File: src/logic/snq_pkg.sv
// snoop queue shared definitions: widths, snoop types, tag FSM states, response bits
`default_nettype none

package snq_pkg;

  // ------------------------------
  // widths
  // ------------------------------
  localparam int PA_W        = 40;
  // stored address is 128-bit aligned
  localparam int LINE_ADDR_W = PA_W - 4;
  localparam int DEPD_W      = 10;

  // cache index bits of the physical address
  localparam int IDX_LO = 6;
  localparam int IDX_HI = 13;

  typedef logic [PA_W-1:0]        pa_t;
  typedef logic [LINE_ADDR_W-1:0] line_addr_t;

  // ------------------------------
  // snoop request types
  // ------------------------------
  typedef enum logic [3:0] {
    READ_ONCE     = 4'b0000,
    READ_SHARED   = 4'b0001,
    READ_UNIQUE   = 4'b0111,
    CLEAN_SHARED  = 4'b1000,
    CLEAN_INVALID = 4'b1001,
    MAKE_INVALID  = 4'b1101
  } snq_type_e;

  // coherence response and its bit positions
  typedef logic [4:0] snq_resp_t;
  localparam int RESP_DT     = 0;
  localparam int RESP_ERR    = 1;
  localparam int RESP_PD     = 2;
  localparam int RESP_SHARED = 3;
  localparam int RESP_WU     = 4;

  // snoop-tag FSM, one-hot
  typedef enum logic [4:0] {
    IDLE           = 5'b00001,
    WAIT_RESP      = 5'b00010,
    SDT_REQ        = 5'b00100,
    WAIT_SDT_CMPLT = 5'b01000,
    WAIT_POP       = 5'b10000
  } snpt_state_e;

endpackage

`default_nettype wire

File: src/logic/snq_entry_if.sv
// snoop queue entry status shared by the storage, response and tag FSM blocks
`timescale 1ns/1ps
`default_nettype none

interface snq_entry_if;

  // entry status, owned by the storage block
  logic                vld;
  snq_pkg::snq_type_e  snq_type;
  logic                issued;

  // sequencing strobes from the tag FSM
  logic                tag_issue;
  logic                pop;

  modport store (
    output vld,
    output snq_type,
    output issued,
    input  tag_issue,
    input  pop
  );

  modport fsm (
    output tag_issue,
    output pop,
    input  vld
  );

  modport resp (
    input  snq_type
  );

endinterface

`default_nettype wire

File: src/logic/snq_entry_store.sv
// snoop queue entry storage: valid, address, type, dependencies, issued and index hits
`timescale 1ns/1ps
`default_nettype none

module snq_entry_store #(
  parameter int DEPD_W = snq_pkg::DEPD_W
) (
  input  logic                       snqctrlclk,
  input  logic                       cpurst_b,
  input  logic                       create_en,
  input  snq_pkg::pa_t               create_addr,
  input  snq_pkg::snq_type_e         create_type,
  input  logic [DEPD_W-1:0]          create_depd,
  input  logic [DEPD_W-1:0]          depd_remove,
  input  snq_pkg::pa_t               wmb_write_addr,
  input  logic [DEPD_W-3:0]          wmb_write_ptr,
  input  snq_pkg::pa_t               wmb_read_addr,
  input  logic [snq_pkg::PA_W-7:0]   lfb_vb_addr,
  output snq_pkg::line_addr_t        entry_addr,
  output logic                       rd_tag_rdy,
  output logic [1:0]                 depd_vb_id,
  output logic                       wmb_write_hit,
  output logic                       wmb_read_hit,
  output logic                       lfb_vb_hit,
  snq_entry_if.store                 status
);

  // write buffer pointer covers dependency bits 2 and up
  localparam int PTR_W = DEPD_W - 2;
  localparam int IDX_W = snq_pkg::IDX_HI - snq_pkg::IDX_LO + 1;

  logic [DEPD_W-1:0] depd;
  logic [IDX_W-1:0]  entry_idx;

  // ------------------------------
  // valid, type, issued
  // ------------------------------
  always_ff @(posedge snqctrlclk or negedge cpurst_b)
  begin
    if (!cpurst_b)
    begin
      status.vld      <= 1'b0;
      status.snq_type <= snq_pkg::READ_ONCE;
      status.issued   <= 1'b0;
    end
    else
    begin
      if (create_en)
      begin
        status.vld      <= 1'b1;
        status.snq_type <= create_type;
      end
      else if (status.pop)
        status.vld <= 1'b0;

      if (status.pop)
        status.issued <= 1'b0;
      else if (status.tag_issue)
        status.issued <= 1'b1;
    end
  end

  // dependencies drop out bit by bit
  always_ff @(posedge snqctrlclk or negedge cpurst_b)
  begin
    if (!cpurst_b)
      depd <= '0;
    else if (create_en)
      depd <= create_depd;
    else
      depd <= depd & ~depd_remove;
  end

  // line address, 128-bit aligned
  always_ff @(posedge snqctrlclk)
  begin
    if (create_en)
      entry_addr <= create_addr[snq_pkg::PA_W-1:4];
  end

  assign rd_tag_rdy = status.vld && !(|depd) && !status.issued;

  // evict deadlock avoidance
  assign depd_vb_id = {2{status.vld}} & depd[1:0];

  // ------------------------------
  // index hit compare
  // ------------------------------
  assign entry_idx = entry_addr[snq_pkg::IDX_HI-4:snq_pkg::IDX_LO-4];

  // no hit on a write this entry still depends on
  assign wmb_write_hit = status.vld
                         && (entry_idx == wmb_write_addr[snq_pkg::IDX_HI:snq_pkg::IDX_LO])
                         && (|(~depd[DEPD_W-1:2] & wmb_write_ptr[PTR_W-1:0]));

  assign wmb_read_hit  = status.vld
                         && (entry_idx == wmb_read_addr[snq_pkg::IDX_HI:snq_pkg::IDX_LO]);

  // line-fill/victim address already starts at bit 6
  assign lfb_vb_hit    = status.vld
                         && (entry_idx == lfb_vb_addr[IDX_W-1:0]);

endmodule

`default_nettype wire

File: src/logic/snq_resp_gen.sv
// snoop response decode: tag response to coherence response and data/tag step needs
`timescale 1ns/1ps
`default_nettype none

module snq_resp_gen (
  input  logic                snqctrlclk,
  input  logic                cpurst_b,
  input  logic                save_resp,
  input  logic                tag_resp_valid,
  input  logic                tag_resp_dirty,
  input  logic                tag_resp_share,
  input  logic                tag_resp_way,
  input  logic                ecc_err,
  output logic                need_snpdt,
  output snq_pkg::snq_resp_t  cr_resp,
  output logic                snq_way,
  output logic                need_read_data,
  output logic                need_chg_tag,
  output logic                need_chg_tag_s,
  output logic                need_chg_tag_i,
  output logic                tag_req_for_inv,
  snq_entry_if.resp           status
);

  logic typ_ro, typ_rs, typ_ru, typ_cs, typ_ci, typ_mi;
  logic line_m;
  logic data_transfer, pass_dirty, is_shared;
  logic chg_m, chg_s, chg_i;
  snq_pkg::snq_resp_t resp_nxt;

  // type decode
  assign typ_ro = (status.snq_type == snq_pkg::READ_ONCE);
  assign typ_rs = (status.snq_type == snq_pkg::READ_SHARED);
  assign typ_ru = (status.snq_type == snq_pkg::READ_UNIQUE);
  assign typ_cs = (status.snq_type == snq_pkg::CLEAN_SHARED);
  assign typ_ci = (status.snq_type == snq_pkg::CLEAN_INVALID);
  assign typ_mi = (status.snq_type == snq_pkg::MAKE_INVALID);

  // ------------------------------
  // coherence response
  // ------------------------------
  // M state, only M lines transfer data
  assign line_m        = tag_resp_valid && tag_resp_dirty;
  assign data_transfer = line_m && !typ_mi;
  assign pass_dirty    = line_m && (typ_rs || typ_ru || typ_cs || typ_ci);
  assign is_shared     = tag_resp_valid && (typ_rs || typ_ro || typ_cs);

  always_comb
  begin
    resp_nxt                       = '0;
    resp_nxt[snq_pkg::RESP_DT]     = data_transfer;
    resp_nxt[snq_pkg::RESP_ERR]    = ecc_err;
    resp_nxt[snq_pkg::RESP_PD]     = pass_dirty;
    resp_nxt[snq_pkg::RESP_SHARED] = is_shared;
    // was unique not supported
    resp_nxt[snq_pkg::RESP_WU]     = 1'b0;
  end

  // ------------------------------
  // data/tag step needs
  // ------------------------------
  assign tag_req_for_inv = typ_ru || typ_ci || typ_mi;
  assign chg_i = tag_resp_valid && tag_req_for_inv;
  assign chg_s = tag_resp_valid && !tag_resp_share && (typ_rs || typ_cs);
  assign chg_m = line_m && typ_cs;

  assign need_snpdt = data_transfer || chg_m || chg_s || chg_i;

  always_ff @(posedge snqctrlclk)
  begin
    if (save_resp)
    begin
      cr_resp <= resp_nxt;
      snq_way <= tag_resp_way;
    end
  end

  always_ff @(posedge snqctrlclk or negedge cpurst_b)
  begin
    if (!cpurst_b)
    begin
      need_read_data <= 1'b0;
      need_chg_tag   <= 1'b0;
      need_chg_tag_s <= 1'b0;
      need_chg_tag_i <= 1'b0;
    end
    else if (save_resp)
    begin
      need_read_data <= data_transfer;
      need_chg_tag   <= chg_m || chg_s || chg_i;
      need_chg_tag_s <= chg_s;
      need_chg_tag_i <= chg_i;
    end
  end

endmodule

`default_nettype wire

File: src/logic/snq_tag_fsm.sv
// snoop tag FSM: tag read, data/tag step and response pop for one entry
`timescale 1ns/1ps
`default_nettype none

module snq_tag_fsm (
  input  logic        snqctrlclk,
  input  logic        cpurst_b,
  input  logic        tag_start,
  input  logic        tag_grnt,
  input  logic        resp_create_en,
  input  logic        need_snpdt,
  input  logic        snpdt_grnt,
  input  logic        snpdt_cmplt,
  input  logic        oldest,
  input  logic        cr_resp_acept,
  output logic        save_resp,
  output logic        snpdt_start,
  output logic        cr_resp_valid,
  snq_entry_if.fsm    status
);

  snq_pkg::snpt_state_e state;
  snq_pkg::snpt_state_e state_nxt;

  // ------------------------------
  // state register
  // ------------------------------
  always_ff @(posedge snqctrlclk or negedge cpurst_b)
  begin
    if (!cpurst_b)
      state <= snq_pkg::IDLE;
    else
      state <= state_nxt;
  end

  // ------------------------------
  // strobes from state
  // ------------------------------
  // tag read granted for a live entry
  assign status.tag_issue = (state == snq_pkg::IDLE) && status.vld
                            && tag_start && tag_grnt;

  assign save_resp     = (state == snq_pkg::WAIT_RESP) && resp_create_en;
  assign snpdt_start   = (state == snq_pkg::SDT_REQ) && oldest;
  assign cr_resp_valid = (state == snq_pkg::WAIT_POP) && oldest;
  assign status.pop    = cr_resp_valid && cr_resp_acept;

  // ------------------------------
  // next state
  // ------------------------------
  always_comb
  begin
    state_nxt = state;
    case (state)
      snq_pkg::IDLE:
      begin
        if (status.tag_issue)
          state_nxt = snq_pkg::WAIT_RESP;
      end
      snq_pkg::WAIT_RESP:
      begin
        // read data and/or tag change first
        if (save_resp)
          state_nxt = need_snpdt ? snq_pkg::SDT_REQ : snq_pkg::WAIT_POP;
      end
      snq_pkg::SDT_REQ:
      begin
        if (snpdt_start && snpdt_grnt)
          state_nxt = snq_pkg::WAIT_SDT_CMPLT;
      end
      snq_pkg::WAIT_SDT_CMPLT:
      begin
        if (snpdt_cmplt)
          state_nxt = snq_pkg::WAIT_POP;
      end
      snq_pkg::WAIT_POP:
      begin
        if (status.pop)
          state_nxt = snq_pkg::IDLE;
      end
      default:
        state_nxt = snq_pkg::IDLE;
    endcase
  end

endmodule

`default_nettype wire

File: src/logic/snq_entry.sv
// snoop queue entry top: storage, response decode and tag FSM on plain ports
`timescale 1ns/1ps
`default_nettype none

module snq_entry #(
  parameter int DEPD_W = snq_pkg::DEPD_W
) (
  input  logic                      snqctrlclk,
  input  logic                      cpurst_b,
  input  logic                      create_en,
  input  snq_pkg::pa_t              create_addr,
  input  snq_pkg::snq_type_e        create_type,
  input  logic [DEPD_W-1:0]         create_depd,
  input  logic [DEPD_W-1:0]         depd_remove,
  input  logic                      tag_start,
  input  logic                      tag_grnt,
  input  logic                      resp_create_en,
  input  logic                      tag_resp_valid,
  input  logic                      tag_resp_dirty,
  input  logic                      tag_resp_share,
  input  logic                      tag_resp_way,
  input  logic                      ecc_err,
  input  logic                      snpdt_grnt,
  input  logic                      snpdt_cmplt,
  input  logic                      oldest,
  input  logic                      cr_resp_acept,
  input  snq_pkg::pa_t              wmb_write_addr,
  input  logic [DEPD_W-3:0]         wmb_write_ptr,
  input  snq_pkg::pa_t              wmb_read_addr,
  input  logic [snq_pkg::PA_W-7:0]  lfb_vb_addr,
  output logic                      snq_vld,
  output logic                      rd_tag_rdy,
  output snq_pkg::line_addr_t       entry_addr,
  output logic                      issued,
  output logic [1:0]                depd_vb_id,
  output logic                      snpdt_start,
  output logic                      need_read_data,
  output logic                      need_chg_tag,
  output logic                      need_chg_tag_s,
  output logic                      need_chg_tag_i,
  output logic                      tag_req_for_inv,
  output logic                      snq_way,
  output logic                      cr_resp_valid,
  output snq_pkg::snq_resp_t        cr_resp,
  output logic                      wmb_write_hit,
  output logic                      wmb_read_hit,
  output logic                      lfb_vb_hit
);

  logic need_snpdt;
  logic save_resp;

  snq_entry_if u_if ();

  assign snq_vld = u_if.vld;
  assign issued  = u_if.issued;

  // ------------------------------
  // entry storage
  // ------------------------------
  snq_entry_store #(
    .DEPD_W (DEPD_W)
  ) u_store (
    .snqctrlclk     (snqctrlclk),
    .cpurst_b       (cpurst_b),
    .create_en      (create_en),
    .create_addr    (create_addr),
    .create_type    (create_type),
    .create_depd    (create_depd),
    .depd_remove    (depd_remove),
    .wmb_write_addr (wmb_write_addr),
    .wmb_write_ptr  (wmb_write_ptr),
    .wmb_read_addr  (wmb_read_addr),
    .lfb_vb_addr    (lfb_vb_addr),
    .entry_addr     (entry_addr),
    .rd_tag_rdy     (rd_tag_rdy),
    .depd_vb_id     (depd_vb_id),
    .wmb_write_hit  (wmb_write_hit),
    .wmb_read_hit   (wmb_read_hit),
    .lfb_vb_hit     (lfb_vb_hit),
    .status         (u_if.store)
  );

  // response decode
  snq_resp_gen u_resp (
    .snqctrlclk      (snqctrlclk),
    .cpurst_b        (cpurst_b),
    .save_resp       (save_resp),
    .tag_resp_valid  (tag_resp_valid),
    .tag_resp_dirty  (tag_resp_dirty),
    .tag_resp_share  (tag_resp_share),
    .tag_resp_way    (tag_resp_way),
    .ecc_err         (ecc_err),
    .need_snpdt      (need_snpdt),
    .cr_resp         (cr_resp),
    .snq_way         (snq_way),
    .need_read_data  (need_read_data),
    .need_chg_tag    (need_chg_tag),
    .need_chg_tag_s  (need_chg_tag_s),
    .need_chg_tag_i  (need_chg_tag_i),
    .tag_req_for_inv (tag_req_for_inv),
    .status          (u_if.resp)
  );

  // tag FSM
  snq_tag_fsm u_fsm (
    .snqctrlclk     (snqctrlclk),
    .cpurst_b       (cpurst_b),
    .tag_start      (tag_start),
    .tag_grnt       (tag_grnt),
    .resp_create_en (resp_create_en),
    .need_snpdt     (need_snpdt),
    .snpdt_grnt     (snpdt_grnt),
    .snpdt_cmplt    (snpdt_cmplt),
    .oldest         (oldest),
    .cr_resp_acept  (cr_resp_acept),
    .save_resp      (save_resp),
    .snpdt_start    (snpdt_start),
    .cr_resp_valid  (cr_resp_valid),
    .status         (u_if.fsm)
  );

endmodule

`default_nettype wire

File: config.mk
export PLATFORM = sky130hd
export DESIGN_NAME = snq_entry
export DESIGN_NICKNAME = d
export VERILOG_FILES = /design/src/logic/snq_pkg.sv /design/src/logic/snq_entry_if.sv /design/src/logic/snq_entry_store.sv /design/src/logic/snq_resp_gen.sv /design/src/logic/snq_tag_fsm.sv /design/src/logic/snq_entry.sv
export SDC_FILE = /design/constraint.sdc
export NUM_CORES = 1
export LEC_CHECK = 0
export ABC_AREA = 1
export ABC_CLOCK_PERIOD_IN_PS = 1500
export BUFFER_PORTS_ARGS = -buffer_cell sky130_fd_sc_hd__buf_2
export CAP_MARGIN = 20
export CORE_AREA = 2 2 100 102
export CTS_BUF_LIST = sky130_fd_sc_hd__clkbuf_16
export DETAILED_ROUTE_END_ITERATION = 10
export DIE_AREA = 0 0 102 104
export HOLD_SLACK_MARGIN = 0.08
export PLACE_DENSITY = 0.68
export SYNTH_ARGS = -nofsm -noshare
export SYNTH_HDL_FRONTEND = slang
export SYNTH_SLANG_ARGS = --single-unit
File: constraint.sdc
create_clock -name snqctrlclk -period 1.5 [get_ports snqctrlclk]
set_input_delay 0.15 -clock snqctrlclk [delete_from_list [all_inputs] [get_ports snqctrlclk]]
set_output_delay 0.15 -clock snqctrlclk [all_outputs]
set_load 0.01 [all_outputs]
==> reports/results.ini <==
[global_route]
grt_max_degree = 35
grt_usage_pct = 18.5
grt_pass1_vias = 3033
antenna_found_initial = 1
gr-total-overflow = 0
grt_pass1_wl_um = 14900

[setup_path]
end_kind = output port
crit_type = reg -> out
r2r_start = u_fsm.state[3]
cp_max_fo = 4
max_stage_delay_ns = 0.48
crit_path_top_delay_cell = edfxtp_1
cp.required_ns = 1.35
startpoint_type = flop
crit_start = u_store.entry_addr[3]
path_cells = xor2_1 > nor2_1 > nand3_1 > nor4_1 > buf_2
arrival_ns = 1.52

[timing]
finalHoldViolations = 0
maxSlewHeadroom_pct = 60.2
period_needed_ns = 1.67
fin_tns_setup_ns = -0.588
setup_viol = 4
finalHoldWorstSlack_ns = 0.155
timing.final.ws_setup_ns = -0.165
rsz0062_at_grt = yes
fin_skew_ns = 0.00336
max_freq_mhz = 601
tightestPinTransition_ns = 0.597
drv_slew = 0
fin_crit_sh_pct = 111

[power_and_ir_drop]
p_leak_uw = 0.00240
power_density_mw_per_mm2 = 1040
irDropWorstVdd_mv = 0.942
total_power_uw = 5200

[synthesis]
syn_nets = 482
netlist.area_leader.share_pct = 41.7
synthDistinctLibCells = 38
async_reset_ff_share_pct = 37.9
yosysTopAreaCell = edfxtp_1
synth-edff-count = 41
ys_seq_elements = 66
synth.area.top_cells = edfxtp_1 (42%), dfrtp_1 (20%), nand2_1 (7.8%)
avgSynthCellArea_um2 = 10.5
ys.flop_type = edfxtp_1
synthesis.instances = 281
ys_seq_area_share_pct = 63.0
synth_warnings = 0
syn_area_mm2 = 0.00295

[floorplan]
die-area_mm2 = 0.0106
die_y_um = 104
start_util_pct = 30.9
core-area_mm2 = 0.00955
row_count = 36
ios = 258
die_x_um = 102

[clock_network]
htree_levels = 3
clock_path_buffers = 2
cts_sinks = 66
cts_tree = yes
clock-root-buffer = clkbuf_16
clk_pin_slew_worst_paths_ns = 0.06
cts_buffers = 9
clkLatencyLatePin_ns = 0.32

[layout]
diodes = 0
drive_above_1_share_pct = 42.3
syn_to_final_growth_pct = 69.1
final_cell_mix = buf_2 (162), dlygate4sd3_1 (66), nand2_1 (61)
fin_nets = 728
layout_commonest_cell = buf_2
fill_cells = 863

[routing]
antenna_left = 0
drc = 0
drtIter0Drc = 98
via_per_inst = 4.47
wl_per_cell_um = 14.5
vias = 2973
wirelength_um = 9630
first_pass_iters = 4

[place]
dp_slack_ns = 0.0955
portBuffers = 162
dp_hpwl_um = 6560
gp_congestion = 0.894

[run_status]
violations = negative setup slack
status = finished, violations left

[flow_run]
drv_cap = 0

[hold_path]
min_path_type = in -> reg
min_from = tag_resp_valid

-- metrics by stage --
step | cell area (µm²) | util, % | instances
final | 4990 | 52.3 | 665
after global routing | 4990 | 52.3 | 665
after CTS | 4940 | 51.7 | 663
after detailed placement | 3960 | 41.5 | 578
after global placement | 3960 | 41.5 | 578
after floorplan | 2950 | - | 281
-- synth_stat cells (all sizes together), types with 3 or more instances --
cell type and number:
nor2 26, xor2 7, xnor2 5, inv 39, dfrtp 24, nand4 6
a21oi 4, nand2 65, o22ai 5, nand3 14, o21ai 24, buf 3
nor4 4, edfxtp 41
-- kinds of logic after synthesis --
kind of cell,synth area share (%)
DFF,63.0
xor gates and xnor gates,3.56
other,0.127
buffers and inverters,5.68
AOI/OAI and AO/OA,8.23
and+or+nand+nor,19.4
-- path summary, 6_finish.rpt --
| check | cells after the start | slack [ns] | endpoint |
|---|---|---|---|
| max in group asynchronous | 2 | 0.74 | u_store.depd[6] |
| min | 3 | 0.15 | u_resp.need_chg_tag_i |
| min reg2reg | 2 | 0.47 | u_resp.need_chg_tag |
| max reg2reg | 7 | 0.14 | u_resp.need_read_data |
| max | 5 | -0.17 | lfb_vb_hit |
| min in group asynchronous | 2 | 0.37 | u_store.depd[7] |
-- area by class of cell --
| class | instances | area (µm²) | share of cell area (%) |
|---|---|---|---|
| clock buffers | 9 | 225 | 4.51 |
| inverters | 40 | 154 | 3.08 |
| well taps | 133 | 166 | 3.34 |
| flip-flops and latches | 66 | 1860 | 37.2 |
| multi-input cells | 172 | 970 | 19.4 |
| clock inverters | 7 | 53.8 | 1.08 |
| repair buffers | 238 | 1560 | 31.3 |
-- power by group --
part	internal (µW)	switching [µW]
Clock	1120	803
Combinational	504	518
Sequential	2130	122
-- metal layers --
metal,track usage (%),share of wire [%],up-vias
met2,30.0,49,138
met4,6.38,2.0,2
li1,-,-,1439
met5,0,0.17,-
met1,22.2,40,1377
met3,6.99,8.6,17
-- flip-flops by register name (all words and copies together), names as in the netlist --
register / flops
u_fsm.state: 5
u_resp.snq_way: 1
u_resp.need_chg_tag_s: 1
u_store.status.snq_type: 4
u_resp.cr_resp: 4
u_store.entry_addr: 36
u_resp.need_chg_tag: 1
u_store.depd: 10
u_resp.need_read_data: 1
u_resp.need_chg_tag_i: 1
u_store.status.issued: 1
u_store.status.vld: 1
-- repair_timing --
action                     CTS  global route
hold buffers                66             0
hold endpoints to repair    78             0
setup buffers                3             2
setup endpoints to repair    4             7
gates resized for setup      8            10
pin swaps                    7             4
-- critical path: cells and delay by family (launching register included) --
family | cells | cell delay (ns)
and+or+nand+nor | 3 | 0.34
buffers and inverters | 1 | 0.17
xor gates and xnor gates | 1 | 0.20
DFF | 1 | 0.48
Note: power is estimated with default switching activity, not from simulation.
